**config.mk**
```make
export PLATFORM = sky130hd
export DESIGN_NAME = csr_stage
export DESIGN_NICKNAME = d
export VERILOG_FILES = /design/src/design/csr_pkg.sv /design/src/design/csr_read_stage.sv /design/src/design/csr_regs.sv /design/src/design/csr_stage.sv /design/src/design/csr_trap_unit.sv /design/src/design/csr_write_stage.sv
export SDC_FILE = /design/constraint.sdc
export NUM_CORES = 1
export LEC_CHECK = 0
export ABC_CLOCK_PERIOD_IN_PS = 2600
export BUFFER_PORTS_ARGS = -buffer_cell sky130_fd_sc_hd__clkbuf_2
export CORE_ASPECT_RATIO = 0.8
export CORE_UTILIZATION = 49
export DETAILED_ROUTE_END_ITERATION = 10
export PLACE_DENSITY = 0.77
export SETUP_SLACK_MARGIN = 0.1
export SLEW_MARGIN = 15
export SYNTH_ARGS = -nofsm -noshare
export SYNTH_HDL_FRONTEND = slang
export SYNTH_HIERARCHICAL = 1
export SYNTH_SLANG_ARGS = --single-unit
export TNS_END_PERCENT = 20
```
**constraint.sdc**
```tcl
create_clock -name clk -period 2.6 [get_ports clk]
set_input_delay 0.13 -clock clk [delete_from_list [all_inputs] [get_ports clk]]
set_output_delay 0.13 -clock clk [all_outputs]
set_load 0.02 [all_outputs]
```
**src/design/csr_pkg.sv**
```systemverilog
`default_nettype none

package csr_pkg;

    typedef logic [31:0] xlen_t;
    typedef logic [11:0] csr_addr_t;
    typedef logic [63:0] counter_t;

    typedef enum logic [2:0] {
        CSR_NONE  = 3'd0,
        CSR_W     = 3'd1,
        CSR_S     = 3'd2,
        CSR_C     = 3'd3,
        CSR_ECALL = 3'd4,
        CSR_MRET  = 3'd5
    } csr_cmd_e;

    // Only machine and user mode exist
    typedef enum logic [1:0] {
        MODE_USER    = 2'b00,
        MODE_MACHINE = 2'b11
    } priv_mode_e;

    // Read-only counters
    localparam csr_addr_t CSR_ADDR_CYCLE      = 12'hC00;
    localparam csr_addr_t CSR_ADDR_CYCLEH     = 12'hC80;

    // Machine trap setup and handling
    localparam csr_addr_t CSR_ADDR_MSTATUS    = 12'h300;
    localparam csr_addr_t CSR_ADDR_MIE        = 12'h304;
    localparam csr_addr_t CSR_ADDR_MTVEC      = 12'h305;
    localparam csr_addr_t CSR_ADDR_MCOUNTEREN = 12'h306;
    localparam csr_addr_t CSR_ADDR_MSCRATCH   = 12'h340;
    localparam csr_addr_t CSR_ADDR_MEPC       = 12'h341;
    localparam csr_addr_t CSR_ADDR_MCAUSE     = 12'h342;

    localparam int MSTATUS_MIE_BIT   = 3;
    localparam int MSTATUS_MPIE_BIT  = 7;
    localparam int MSTATUS_MPP_LSB   = 11;
    localparam int MIE_MTIE_BIT      = 7;
    localparam int MCOUNTEREN_CY_BIT = 0;

    localparam xlen_t MCAUSE_TIMER_INT  = 32'h8000_0007;
    // ECALL cause is this plus the current mode
    localparam xlen_t MCAUSE_ECALL_BASE = 32'd8;

endpackage

`default_nettype wire

```
**src/design/csr_read_stage.sv**
```systemverilog
`default_nettype none

module csr_read_stage (
    input  wire                     clk,
    input  wire                     arst_n,
    input  wire                     flush,
    input  wire                     take_interrupt,
    input  wire csr_pkg::csr_cmd_e  csr_cmd,
    input  wire csr_pkg::csr_addr_t csr_addr,
    input  wire csr_pkg::xlen_t     op1_data,
    input  wire csr_pkg::counter_t  cycle_count,
    input  wire csr_pkg::priv_mode_e mode,
    input  wire                     mcounteren_cy,
    input  wire csr_pkg::xlen_t     read_data,
    output csr_pkg::csr_addr_t      read_addr,
    output csr_pkg::csr_cmd_e       cmd_out,
    output csr_pkg::csr_cmd_e       saved_cmd,
    output csr_pkg::csr_addr_t      saved_addr,
    output csr_pkg::xlen_t          saved_op1,
    output csr_pkg::xlen_t          rdata
);
    import csr_pkg::*;

    csr_cmd_e live_cmd;
    logic     counter_ok;

    // Flush turns the incoming command into a bubble
    assign live_cmd   = flush ? CSR_NONE : csr_cmd;
    // User mode sees the counters only when mcounteren.CY allows it
    assign counter_ok = (mode == MODE_MACHINE) || mcounteren_cy;
    assign read_addr  = csr_addr;

    always_ff @(posedge clk or negedge arst_n) begin
        if (!arst_n) begin
            cmd_out   <= CSR_NONE;
            saved_cmd <= CSR_NONE;
            rdata     <= '0;
        end else begin
            if (take_interrupt) begin
                // Interrupt replaces the command, nothing gets written
                cmd_out   <= CSR_ECALL;
                saved_cmd <= CSR_NONE;
            end else begin
                cmd_out   <= live_cmd;
                saved_cmd <= live_cmd;
            end
            case (csr_addr)
                CSR_ADDR_CYCLE:  rdata <= counter_ok ? cycle_count[31:0] : '0;
                CSR_ADDR_CYCLEH: rdata <= counter_ok ? cycle_count[63:32] : '0;
                default:         rdata <= read_data;
            endcase
        end
    end

    // Operands for the write stage
    always_ff @(posedge clk) begin
        saved_addr <= csr_addr;
        saved_op1  <= op1_data;
    end

    a_cmd_out_known: assert property (
        @(posedge clk) disable iff (!arst_n) !$isunknown(cmd_out)
    );

endmodule

`default_nettype wire

```
**src/design/csr_regs.sv**
```systemverilog
`default_nettype none

module csr_regs (
    input  wire                      clk,
    input  wire                      arst_n,
    input  wire                      wr_en,
    input  wire                      trap_en,
    input  wire csr_pkg::csr_addr_t  wr_addr,
    input  wire csr_pkg::csr_addr_t  read_addr,
    input  wire csr_pkg::xlen_t      wr_data,
    input  wire csr_pkg::xlen_t      mepc_next,
    input  wire csr_pkg::xlen_t      mcause_next,
    input  wire                      trap_kind,
    input  wire csr_pkg::priv_mode_e mpp_next,
    output csr_pkg::xlen_t           read_data,
    output csr_pkg::xlen_t           mtvec,
    output csr_pkg::xlen_t           mepc,
    output logic                     mstatus_mie,
    output logic                     mstatus_mpie,
    output logic                     mie_mtie,
    output logic                     mcounteren_cy,
    output csr_pkg::priv_mode_e      mstatus_mpp
);
    import csr_pkg::*;

    xlen_t mscratch;
    xlen_t mcause;

    always_ff @(posedge clk or negedge arst_n) begin
        if (!arst_n) begin
            mstatus_mie   <= 1'b0;
            mstatus_mpie  <= 1'b0;
            mstatus_mpp   <= MODE_MACHINE;
            mie_mtie      <= 1'b0;
            mcounteren_cy <= 1'b0;
            mtvec         <= '0;
            mscratch      <= '0;
            mepc          <= '0;
            mcause        <= '0;
        end else begin
            if (wr_en) begin
                case (wr_addr)
                    CSR_ADDR_MSTATUS: begin
                        mstatus_mie  <= wr_data[MSTATUS_MIE_BIT];
                        mstatus_mpie <= wr_data[MSTATUS_MPIE_BIT];
                        mstatus_mpp  <= priv_mode_e'(wr_data[MSTATUS_MPP_LSB +: 2]);
                    end
                    CSR_ADDR_MIE:        mie_mtie      <= wr_data[MIE_MTIE_BIT];
                    CSR_ADDR_MTVEC:      mtvec         <= wr_data;
                    CSR_ADDR_MCOUNTEREN: mcounteren_cy <= wr_data[MCOUNTEREN_CY_BIT];
                    CSR_ADDR_MSCRATCH:   mscratch      <= wr_data;
                    CSR_ADDR_MEPC:       mepc          <= wr_data;
                    CSR_ADDR_MCAUSE:     mcause        <= wr_data;
                    default: begin
                    end
                endcase
            end
            // Placed after the write so the trap update wins
            if (trap_en) begin
                mstatus_mpp <= mpp_next;
                if (trap_kind) begin
                    // MRET
                    mstatus_mie  <= mstatus_mpie;
                    mstatus_mpie <= 1'b1;
                end else begin
                    mstatus_mie  <= 1'b0;
                    mstatus_mpie <= mstatus_mie;
                    mepc         <= mepc_next;
                    mcause       <= mcause_next;
                end
            end
        end
    end

    always_comb begin
        read_data = '0;
        case (read_addr)
            CSR_ADDR_MSTATUS: begin
                read_data[MSTATUS_MIE_BIT]       = mstatus_mie;
                read_data[MSTATUS_MPIE_BIT]      = mstatus_mpie;
                read_data[MSTATUS_MPP_LSB +: 2]  = mstatus_mpp;
            end
            CSR_ADDR_MIE:        read_data[MIE_MTIE_BIT]      = mie_mtie;
            CSR_ADDR_MTVEC:      read_data                    = mtvec;
            CSR_ADDR_MCOUNTEREN: read_data[MCOUNTEREN_CY_BIT] = mcounteren_cy;
            CSR_ADDR_MSCRATCH:   read_data                    = mscratch;
            CSR_ADDR_MEPC:       read_data                    = mepc;
            CSR_ADDR_MCAUSE:     read_data                    = mcause;
            default: begin
            end
        endcase
    end

    // A write racing a trap into mstatus must not survive the edge
    a_trap_wins_mstatus: assert property (
        @(posedge clk) disable iff (!arst_n)
        trap_en && wr_en && wr_addr == CSR_ADDR_MSTATUS
        |=> mstatus_mpp == $past(mpp_next)
            && ($past(trap_kind) ? mstatus_mpie : !mstatus_mie)
    );

endmodule

`default_nettype wire

```
**src/design/csr_stage.sv**
```systemverilog
`default_nettype none

module csr_stage (
    input  wire                  clk,
    input  wire                  arst_n,
    input  wire csr_pkg::csr_cmd_e csr_cmd,
    input  wire csr_pkg::csr_addr_t csr_addr,
    input  wire csr_pkg::xlen_t  op1_data,
    input  wire csr_pkg::xlen_t  fetch_pc,
    input  wire                  flush,
    input  wire                  interrupt_ready,
    input  wire csr_pkg::counter_t cycle_count,
    input  wire csr_pkg::counter_t mtime,
    input  wire csr_pkg::counter_t mtimecmp,
    output csr_pkg::csr_cmd_e    cmd_out,
    output csr_pkg::xlen_t       csr_rdata,
    output csr_pkg::xlen_t       trap_vector,
    output logic                 stall_may_interrupt
);
    import csr_pkg::*;

    csr_cmd_e   saved_cmd;
    csr_addr_t  saved_addr;
    xlen_t      saved_op1;
    csr_addr_t  read_addr;
    xlen_t      read_data;
    logic       wr_en;
    csr_addr_t  wr_addr;
    xlen_t      wr_data;
    logic       trap_en;
    logic       trap_kind;
    xlen_t      mepc_next;
    xlen_t      mcause_next;
    priv_mode_e mpp_next;
    priv_mode_e mode;
    priv_mode_e mstatus_mpp;
    logic       take_interrupt;
    logic       mstatus_mie;
    logic       mie_mtie;
    logic       mcounteren_cy;
    xlen_t      mtvec;
    xlen_t      mepc;

    // A flushed ECALL or MRET must not trap either
    wire csr_cmd_e trap_cmd = flush ? CSR_NONE : csr_cmd;

    csr_read_stage i_read_stage (
        .clk(clk), .arst_n(arst_n), .flush(flush), .take_interrupt(take_interrupt),
        .csr_cmd(csr_cmd), .csr_addr(csr_addr), .op1_data(op1_data),
        .cycle_count(cycle_count), .mode(mode), .mcounteren_cy(mcounteren_cy),
        .read_data(read_data), .read_addr(read_addr), .cmd_out(cmd_out),
        .saved_cmd(saved_cmd), .saved_addr(saved_addr), .saved_op1(saved_op1),
        .rdata(csr_rdata)
    );

    csr_write_stage i_write_stage (
        .saved_cmd(saved_cmd), .saved_addr(saved_addr), .saved_op1(saved_op1),
        .rdata(csr_rdata), .wr_en(wr_en), .wr_addr(wr_addr), .wr_data(wr_data)
    );

    csr_regs i_regs (
        .clk(clk), .arst_n(arst_n), .wr_en(wr_en), .trap_en(trap_en),
        .wr_addr(wr_addr), .read_addr(read_addr), .wr_data(wr_data),
        .mepc_next(mepc_next), .mcause_next(mcause_next), .trap_kind(trap_kind),
        .mpp_next(mpp_next), .read_data(read_data), .mtvec(mtvec), .mepc(mepc),
        .mstatus_mie(mstatus_mie), .mstatus_mpie(), .mie_mtie(mie_mtie),
        .mcounteren_cy(mcounteren_cy), .mstatus_mpp(mstatus_mpp)
    );

    csr_trap_unit i_trap_unit (
        .clk(clk), .arst_n(arst_n), .interrupt_ready(interrupt_ready),
        .csr_cmd(trap_cmd), .fetch_pc(fetch_pc), .mtvec(mtvec), .mepc(mepc),
        .mtime(mtime), .mtimecmp(mtimecmp), .mstatus_mie(mstatus_mie),
        .mie_mtie(mie_mtie), .mstatus_mpp(mstatus_mpp), .mode(mode),
        .take_interrupt(take_interrupt), .stall_may_interrupt(stall_may_interrupt),
        .trap_en(trap_en), .trap_kind(trap_kind), .mepc_next(mepc_next),
        .mcause_next(mcause_next), .trap_vector(trap_vector), .mpp_next(mpp_next)
    );

endmodule

`default_nettype wire

```
**src/design/csr_trap_unit.sv**
```systemverilog
`default_nettype none

module csr_trap_unit (
    input  wire                      clk,
    input  wire                      arst_n,
    input  wire                      interrupt_ready,
    input  wire csr_pkg::csr_cmd_e   csr_cmd,
    input  wire csr_pkg::xlen_t      fetch_pc,
    input  wire csr_pkg::xlen_t      mtvec,
    input  wire csr_pkg::xlen_t      mepc,
    input  wire csr_pkg::counter_t   mtime,
    input  wire csr_pkg::counter_t   mtimecmp,
    input  wire                      mstatus_mie,
    input  wire                      mie_mtie,
    input  wire csr_pkg::priv_mode_e mstatus_mpp,
    output csr_pkg::priv_mode_e      mode,
    output logic                     take_interrupt,
    output logic                     stall_may_interrupt,
    output logic                     trap_en,
    output logic                     trap_kind,
    output csr_pkg::xlen_t           mepc_next,
    output csr_pkg::xlen_t           mcause_next,
    output csr_pkg::xlen_t           trap_vector,
    output csr_pkg::priv_mode_e      mpp_next
);
    import csr_pkg::*;

    logic interrupt_pending;
    logic trap_enter;
    logic do_mret;

    // Machine interrupts stay enabled in user mode regardless of MIE
    assign interrupt_pending = (mtime >= mtimecmp) && mie_mtie
                               && (mode == MODE_USER || mstatus_mie);
    assign stall_may_interrupt = interrupt_pending;
    assign take_interrupt      = interrupt_pending && interrupt_ready;

    assign trap_enter = take_interrupt || (csr_cmd == CSR_ECALL);
    assign do_mret    = !take_interrupt && (csr_cmd == CSR_MRET);

    assign trap_en   = trap_enter || do_mret;
    // 0 enters a trap, 1 returns from one
    assign trap_kind = do_mret;
    assign mepc_next = fetch_pc;
    assign mcause_next = take_interrupt ? MCAUSE_TIMER_INT
                                        : MCAUSE_ECALL_BASE + {30'b0, mode};
    // MPP records the old mode on entry, drops to user on MRET
    assign mpp_next  = do_mret ? MODE_USER : mode;

    always_ff @(posedge clk or negedge arst_n) begin
        if (!arst_n) begin
            mode        <= MODE_MACHINE;
            trap_vector <= '0;
        end else if (trap_enter) begin
            mode        <= MODE_MACHINE;
            trap_vector <= mtvec;
        end else if (do_mret) begin
            mode        <= mstatus_mpp;
            trap_vector <= mepc;
        end
    end

endmodule

`default_nettype wire

```
**src/design/csr_write_stage.sv**
```systemverilog
`default_nettype none

module csr_write_stage (
    input  wire csr_pkg::csr_cmd_e  saved_cmd,
    input  wire csr_pkg::csr_addr_t saved_addr,
    input  wire csr_pkg::xlen_t     saved_op1,
    input  wire csr_pkg::xlen_t     rdata,
    output logic                    wr_en,
    output csr_pkg::csr_addr_t      wr_addr,
    output csr_pkg::xlen_t          wr_data
);
    import csr_pkg::*;

    xlen_t raw_data;
    logic  is_update;
    logic  writable;

    // rdata is the value read one cycle earlier, i.e. the old CSR value
    always_comb begin
        case (saved_cmd)
            CSR_W:   raw_data = saved_op1;
            CSR_S:   raw_data = rdata | saved_op1;
            CSR_C:   raw_data = rdata & ~saved_op1;
            default: raw_data = '0;
        endcase
    end

    assign is_update = saved_cmd inside {CSR_W, CSR_S, CSR_C};

    // cycle and cycleh are not in this list
    assign writable = saved_addr inside {CSR_ADDR_MSTATUS, CSR_ADDR_MIE, CSR_ADDR_MTVEC,
                                         CSR_ADDR_MCOUNTEREN, CSR_ADDR_MSCRATCH,
                                         CSR_ADDR_MEPC, CSR_ADDR_MCAUSE};

    assign wr_en   = is_update && writable;
    assign wr_addr = saved_addr;

    always_comb begin
        wr_data = raw_data;
        case (saved_addr)
            CSR_ADDR_MSTATUS: begin
                // Only MIE, MPIE and MPP survive
                wr_data = '0;
                wr_data[MSTATUS_MIE_BIT]  = raw_data[MSTATUS_MIE_BIT];
                wr_data[MSTATUS_MPIE_BIT] = raw_data[MSTATUS_MPIE_BIT];
                // Unsupported MPP values fall back to user
                if (raw_data[MSTATUS_MPP_LSB +: 2] == MODE_MACHINE) begin
                    wr_data[MSTATUS_MPP_LSB +: 2] = MODE_MACHINE;
                end
            end
            CSR_ADDR_MTVEC: begin
                // Direct mode only, base is 4-byte aligned
                wr_data[1:0] = 2'b00;
            end
            default: begin
            end
        endcase
    end

endmodule

`default_nettype wire

```
* Word level (Yosys, flattened, before mapping) *
Cells that the tools add are included.

operators by class
  add/sub/neg operators = 1
  multipliers = 0
  divide/modulo/power cells = 0
  $lt $le $gt $ge = 1
  equal/unequal tests = 23
  shift-type cells = 0
  multiplexer cells = 43
  bitwise operators = 3
  reductions and logical operators = 22

operators by type and width
  cell                    count
  $mux W32                13
  $eq A12 B10 Y1 const B  14
  $pmux W32 S3            1
  $pmux W19 S4            1
  $ge A64 B64 Y1          1
  $pmux W32 S2            1
  $and A32 B32 Y32        1
  $not A32 Y32            1
  $or A32 B32 Y32         1
  $mux W30                1
  $eq A12 B12 Y1 const B  2
  $pmux W3 S4             2
  $mux W2                 8
  $pmux W1 S5             2
  $pmux W2 S5             1
  $reduce_and A2 Y1       5
  $mux W3                 3
  $mux W1                 8
  $pmux W2 S4             1
  $reduce_bool A7 Y1      1
  $eq A3 B2 Y1 const B    2
  $eq A3 B3 Y1 const B    2
  $pmux W1 S6             1
  $reduce_bool A2 Y1      3
  9 further kinds         17

word-level totals
  register bits = 250
  latch bits = 0
  bits in writable memories = 0
  ROM bits = 0
  bits of input ports = 275
  memories kept = 0

* Longest topological paths before layout *
  word-level depth = 10
  mapped depth = 17
  depth with buffers taken out = 12

* By module *
The synthesis kept the hierarchy.

modules (own cells, without submodules)
  module           times used  cells an instance  area each (um^2)
  csr_regs         1           632                6761.5
  csr_trap_unit    1           424                3573.4
  csr_read_stage   1           211                2952.8
  csr_write_stage  1           170                1092.3
  csr_stage        1           3                  18.8

* Least setup slack after synthesis *
No wires, ideal clock.

  kind = input-to-reg
  from = input port mtimecmp[13]
  to = register i_regs.mepc[11]
  setup time = 0.069 ns
  arrival time = 3.296 ns
  data required time = 2.531 ns
  path slack = -0.766 ns
  cell stages on the path = 17
  buffers on the path = 5
  path through = inv_1 -> ha_1 -> and4_1 -> o311ai_1 -> or4_1 -> a31oi_1 -> nor4_1 -> or3_1 -> clkbuf_1 -> buf_2 -> nand2_1 -> nor2b_1 -> clkbuf_1 -> clkbuf_1 -> clkbuf_1 -> nand2_1 -> nand3_1

between the ends
  cells in the longest elaborated chain, start to end = 8
  elaborated cells between the ends (all ways) = 10
  classes of those cells = order compare: 1; mux: 2; reduce/logical: 7

RTL lines
  what                     line                 source
  start, declared          csr_stage.sv:14      input wire csr_pkg::counter_t mtimecmp,
  $ge A64 B64 Y1 (*)       csr_trap_unit.sv:33  assign interrupt_pending = (mtime >= mtimecmp) && mie_mtie
  $logic_and A1 B1 Y1 (*)  csr_trap_unit.sv:33
  $logic_and A1 B1 Y1 (*)  csr_trap_unit.sv:34  && (mode == MODE_USER || mstatus_mie);
  $logic_and A1 B1 Y1 (*)  csr_trap_unit.sv:36  assign take_interrupt = interrupt_pending && interrupt_ready;
  $logic_not A1 Y1         csr_trap_unit.sv:39  assign do_mret = !take_interrupt && (csr_cmd == CSR_MRET);
  $logic_and A1 B1 Y1      csr_trap_unit.sv:39
  $logic_or A1 B1 Y1 (*)   csr_trap_unit.sv:41  assign trap_en = trap_enter || do_mret;
  via trap_en              csr_stage.sv:30      logic trap_en;
  $mux W32 (*)             csr_regs.sv:59       if (trap_en) begin
  end signal, assigned     csr_regs.sv:52       CSR_ADDR_MEPC: mepc <= wr_data;
  end signal, assigned     csr_regs.sv:68       mepc <= mepc_next;
  end, declared            csr_regs.sv:17       output csr_pkg::xlen_t mepc,

The timed path passes the listed nets; every way through them passes the cells marked *.
A chain may end at the register's enable or synchronous reset.

* Worst setup path after layout *
  from = input port mtime[57]
  to = register i_regs.mcause[30]

between the ends
  cells in the longest elaborated chain, start to end = 8
  elaborated cells between the ends (all ways) = 10
  classes of those cells = order compare: 1; mux: 2; reduce/logical: 7

RTL lines
  what                                                   line                                 source
  start, declared                                        csr_stage.sv:13                      input wire csr_pkg::counter_t mtime,
  $ge A64 B64 Y1 (*)                                     csr_trap_unit.sv:33
  $logic_and A1 B1 Y1 (*)                                csr_trap_unit.sv:33
  $logic_and A1 B1 Y1 (*)                                csr_trap_unit.sv:34
  $logic_and A1 B1 Y1 (*)                                csr_trap_unit.sv:36
  $logic_not A1 Y1 (*)                                   csr_trap_unit.sv:39
  $logic_and A1 B1 Y1 (*)                                csr_trap_unit.sv:39
  via trap_kind                                          csr_stage.sv:31                      logic trap_kind;
  $mux W32 / $logic_or A1 B1 Y1 (equally long branches)  csr_regs.sv:61, csr_trap_unit.sv:41
  $mux W32 (*)                                           csr_regs.sv:59
  end signal, assigned                                   csr_regs.sv:53                       CSR_ADDR_MCAUSE: mcause <= wr_data;
  end signal, assigned                                   csr_regs.sv:69                       mcause <= mcause_next;
  end, declared                                          csr_regs.sv:27                       xlen_t mcause;

Marks and branches as above.

==> qor.txt <==
PwrDens: 527 nW/um^2
Reg power frac: 0.433
synth unique cells: 67
Final Power: 0.0102 W
maximum clock rate: 0.370 GHz
CP Capture Type: flip-flop
fin nets: 2197
register area share after synthesis: 0.416
remaining antenna violation count: 0
Post-Synthesis Cell Area: 14400 um^2
crit path cell chain: clkbuf_2 -> ha_4 -> nand4_1 -> nor4_2 -> buf_4 -> nand4_1 -> a31oi_4 -> nor4_4 -> or3_4 -> nor2b_4 -> nand2b_4 -> and4_4 -> buf_12 -> a221o_1
top cell type's share of synthesized area: 0.348
Inserted Clock Buffers: 25
crit path DAT: 3.10 ns
Mean Syn Cell Area: 10.0 um^2
die area: 30100 um^2
WL per Instance: 21.7 um
area grow syn2layout: 33.7%
failing checks: negative setup slack
total vias in the final route: 13000
status: finished, violations left
Setup WS pre-CTS: -0.913 ns
first drt pass iteration count: 5
grt ovf: 0
Hold Path Cell Cnt: 4
Synth area leader: dfrtp_1
Tmin final: 2.70 ns
commonest non-fill, non-tap cell in the layout: clkbuf_2
cell at the slowest stage of the critical path: or3_4
Worst Slack Setup Final: -0.105 ns
Area contributors post-synth: dfrtp_1 35%, mux2i_1 6.7%, dfxtp_1 6.1%
worst vdd ir: 474 uV
main flop type after synthesis: dfrtp_1
diode count: 0
Starting Density: 0.504
unrepaired setup endpoints after global routing: yes
Sw Share: 0.285
Fin Clk Skew: 0.0231 ns
total wire length: 48700 um
first-pass GRT wire length: 73500 um
Max Cap Viol: 0
setup violators final: 32
clk sink count: 248
Clk Latency, worst-skew pair: 0.53 ns
Clock Tree Root: clkbuf_16
WP data required: 2.99 ns
leak pwr: 9.61 nW
Crit Path Max Fanout: 5
WS Path Type: input port to flip-flop
Ys Warns: 6
Hold Path Class: input port to flip-flop
initial drt markers: 883
Fillers: 2161
final hold violations: 0
antenna violations before repair: 0
number of global-route vias before repair: 13200
Rel. slew slack: 0.391
Clk pwr share: 0.362
Switch Pwr: 0.00289 W
Max clock buf depth: 3
worst slew pin tran: 0.912 ns
cell count after synthesis: 1440
Worst Reg-to-Reg Cells: 10
CTS tree: built
Logic pwr share: 0.205
Top Ports: 343
final-report max-slew violation count: 0
hold_ws: 0.00464 ns
post-DR vias/cell: 5.79
Final Non-Filler Cells: 2247
CP peak stage delay: 0.44 ns
internal power: 0.00726 W
All-Layer GR Usage: 0.314
most frequent cells in the layout: 322 x clkbuf_2, 198 x dfrtp_1, 107 x dlygate4sd3_1, 107 x nand3_1, 96 x mux2i_1
Worst path depth: 14
largest net degree at the start of global routing: 72
Crit path max-delay family: simple AND/OR/NAND/NOR gates
drt drc: 0
CORE AREA: 28600 um^2
Placed Cells: 2080
Async S/R FF share, synth: 0.823
number of synthesized flops with an enable pin: 0
register bit total from synthesis: 248
Final period util: 1.04
Chip Height: 155 um
DIE WIDTH: 194 um
startpoint types: input port
Reg clk slew, reported paths: 0.06 ns
Detail Placement HPWL: 31700 um
CTS HTree Levels: 1
gpl congestion: 0.993
row count: 55
Critical path buffers and inverters: 3
layout cell share with drive strength beyond 1: 0.371
cell mode on critical path: nand4_1
I/O Buffers: 342
[synthesized netlist by cell type, types with 3 or more instances]
cell	count
dfrtp_1	200
nand3_1	107
inv_1	104
mux2i_1	96
buf_4	88
nand2_1	83
nor2_1	72
mux2_2	66
ha_1	64
clkbuf_1	58
dfxtp_1	44
o21ai_0	40
a22oi_1	36
a221o_1	35
and2_1	35
a2bb2oi_1	32
o22ai_1	32
mux2_4	30
a21oi_1	29
a22o_1	28
buf_2	25
nand4_1	16
nor3_1	14
nor2b_1	13
buf_6	6
nand2b_1	6
a211oi_1	5
and4_1	5
nor4_1	5
a31oi_1	4
dfstp_2	4
o2bb2ai_1	4
a21o_1	3
buf_1	3
nand3b_1	3
nor4_4	3
or4_1	3
[per-layer routing]
metal	share of wire	track usage
met5	0	0
met1	0.44	0.432
met4	0.030	0.0949
met3	0.075	0.0540
met2	0.46	0.508
[power by group through the flow]
stage	Sequential, W	Combinational, W	Clock, W
6_report	0.00439	0.00208	0.00368
5_1_grt	0.00442	0.00225	0.00388
4_1_cts	0.00438	0.00198	0.00371
3_5_place_dp	0.00445	0.00177	0
3_3_place_gp	0.00444	0.00172	0
2_1_floorplan	0.00450	0.00100	0
[tightest hold or removal path, cell delays in order]
cell and delay [ns]:
clkbuf_2 0.07, mux2i_1 0.05, nor2_1 0.10, mux2_4 0.15
[registers in the layout, indices dropped and copies added, names as in the netlist]
| register | count |
|---|---|
| i_read_stage/saved_addr | 12 |
| i_read_stage/saved_cmd | 3 |
| i_read_stage/cmd_out | 1 |
| i_regs/mscratch | 32 |
| i_regs/mepc | 32 |
| i_read_stage/saved_op1 | 32 |
| i_regs/mstatus_mpp | 2 |
| i_regs/mtvec | 32 |
| i_regs/mcause | 32 |
| i_trap_unit/trap_vector | 32 |
| i_regs/mcounteren_cy | 1 |
| i_trap_unit/mode | 2 |
| i_regs/mie_mtie | 1 |
| i_regs/mstatus_mpie | 1 |
| i_read_stage/rdata | 32 |
| i_regs/mstatus_mie | 1 |
[timing repair]
| action | in CTS | in global routing |
|---|---|---|
| setup buffers | 5 | 3 |
| hold buffers | 107 | 0 |
| endpoints found under the hold margin | 155 | 0 |
| gates resized for setup | 41 | 67 |
| pin swaps | 30 | 33 |
| endpoints found under the setup margin | 107 | 105 |
| cloned | 5 | 1 |
[worst paths after layout]
check | start | endpoint | slack (ns)
max reg2reg | i_read_stage/saved_addr[2] | i_regs/mcause[30] | 0.11
max | mtime[57] | i_regs/mcause[30] | -0.10
min | cycle_count[16] | i_read_stage/rdata[16] | 0.005
min reg2reg | i_regs/mscratch[4] | i_regs/mscratch[4] | 0.50
min in group asynchronous | arst_n | i_read_stage/rdata[16] | 0.16
max in group asynchronous | arst_n | i_read_stage/rdata[5] | 1.63
[stage by stage]
stage                     instance area, um^2  utilization  setup TNS, ns
after detailed placement                16600        0.580         -72.54
after floorplan                         14800            -         -17.72
after global placement                  16600        0.580         -67.92
after global routing                    19300        0.674          -7.23
final                                   19300        0.674          -2.51
after CTS                               18900        0.661              0
[area by class of cell]
| cell class | count | area [um^2] | area share |
|---|---|---|---|
| well taps | 370 | 463 | 0.0240 |
| clock buffers | 38 | 764 | 0.0397 |
| inverters | 104 | 412 | 0.0214 |
| repair buffers | 543 | 3880 | 0.201 |
| multi-input cells | 936 | 7670 | 0.398 |
| flip-flops and latches | 248 | 5990 | 0.311 |
| clock inverters | 8 | 73.8 | 0.00383 |
[cell families after synthesis]
| group | Yosys count | share of synthesized area |
|---|---|---|
| flip-flops | 248 | 0.416 |
| XOR/XNOR | 2 | 0.00122 |
| AO/OA/AOI/OAI | 261 | 0.134 |
| multiplexers | 194 | 0.151 |
| other | 1 | 0.000260 |
| adder cells (fa/ha/maj) | 65 | 0.0563 |
| buffers and inverters | 284 | 0.102 |
| AND/OR/NAND/NOR | 385 | 0.139 |
Power figures use the tool's default switching activity.
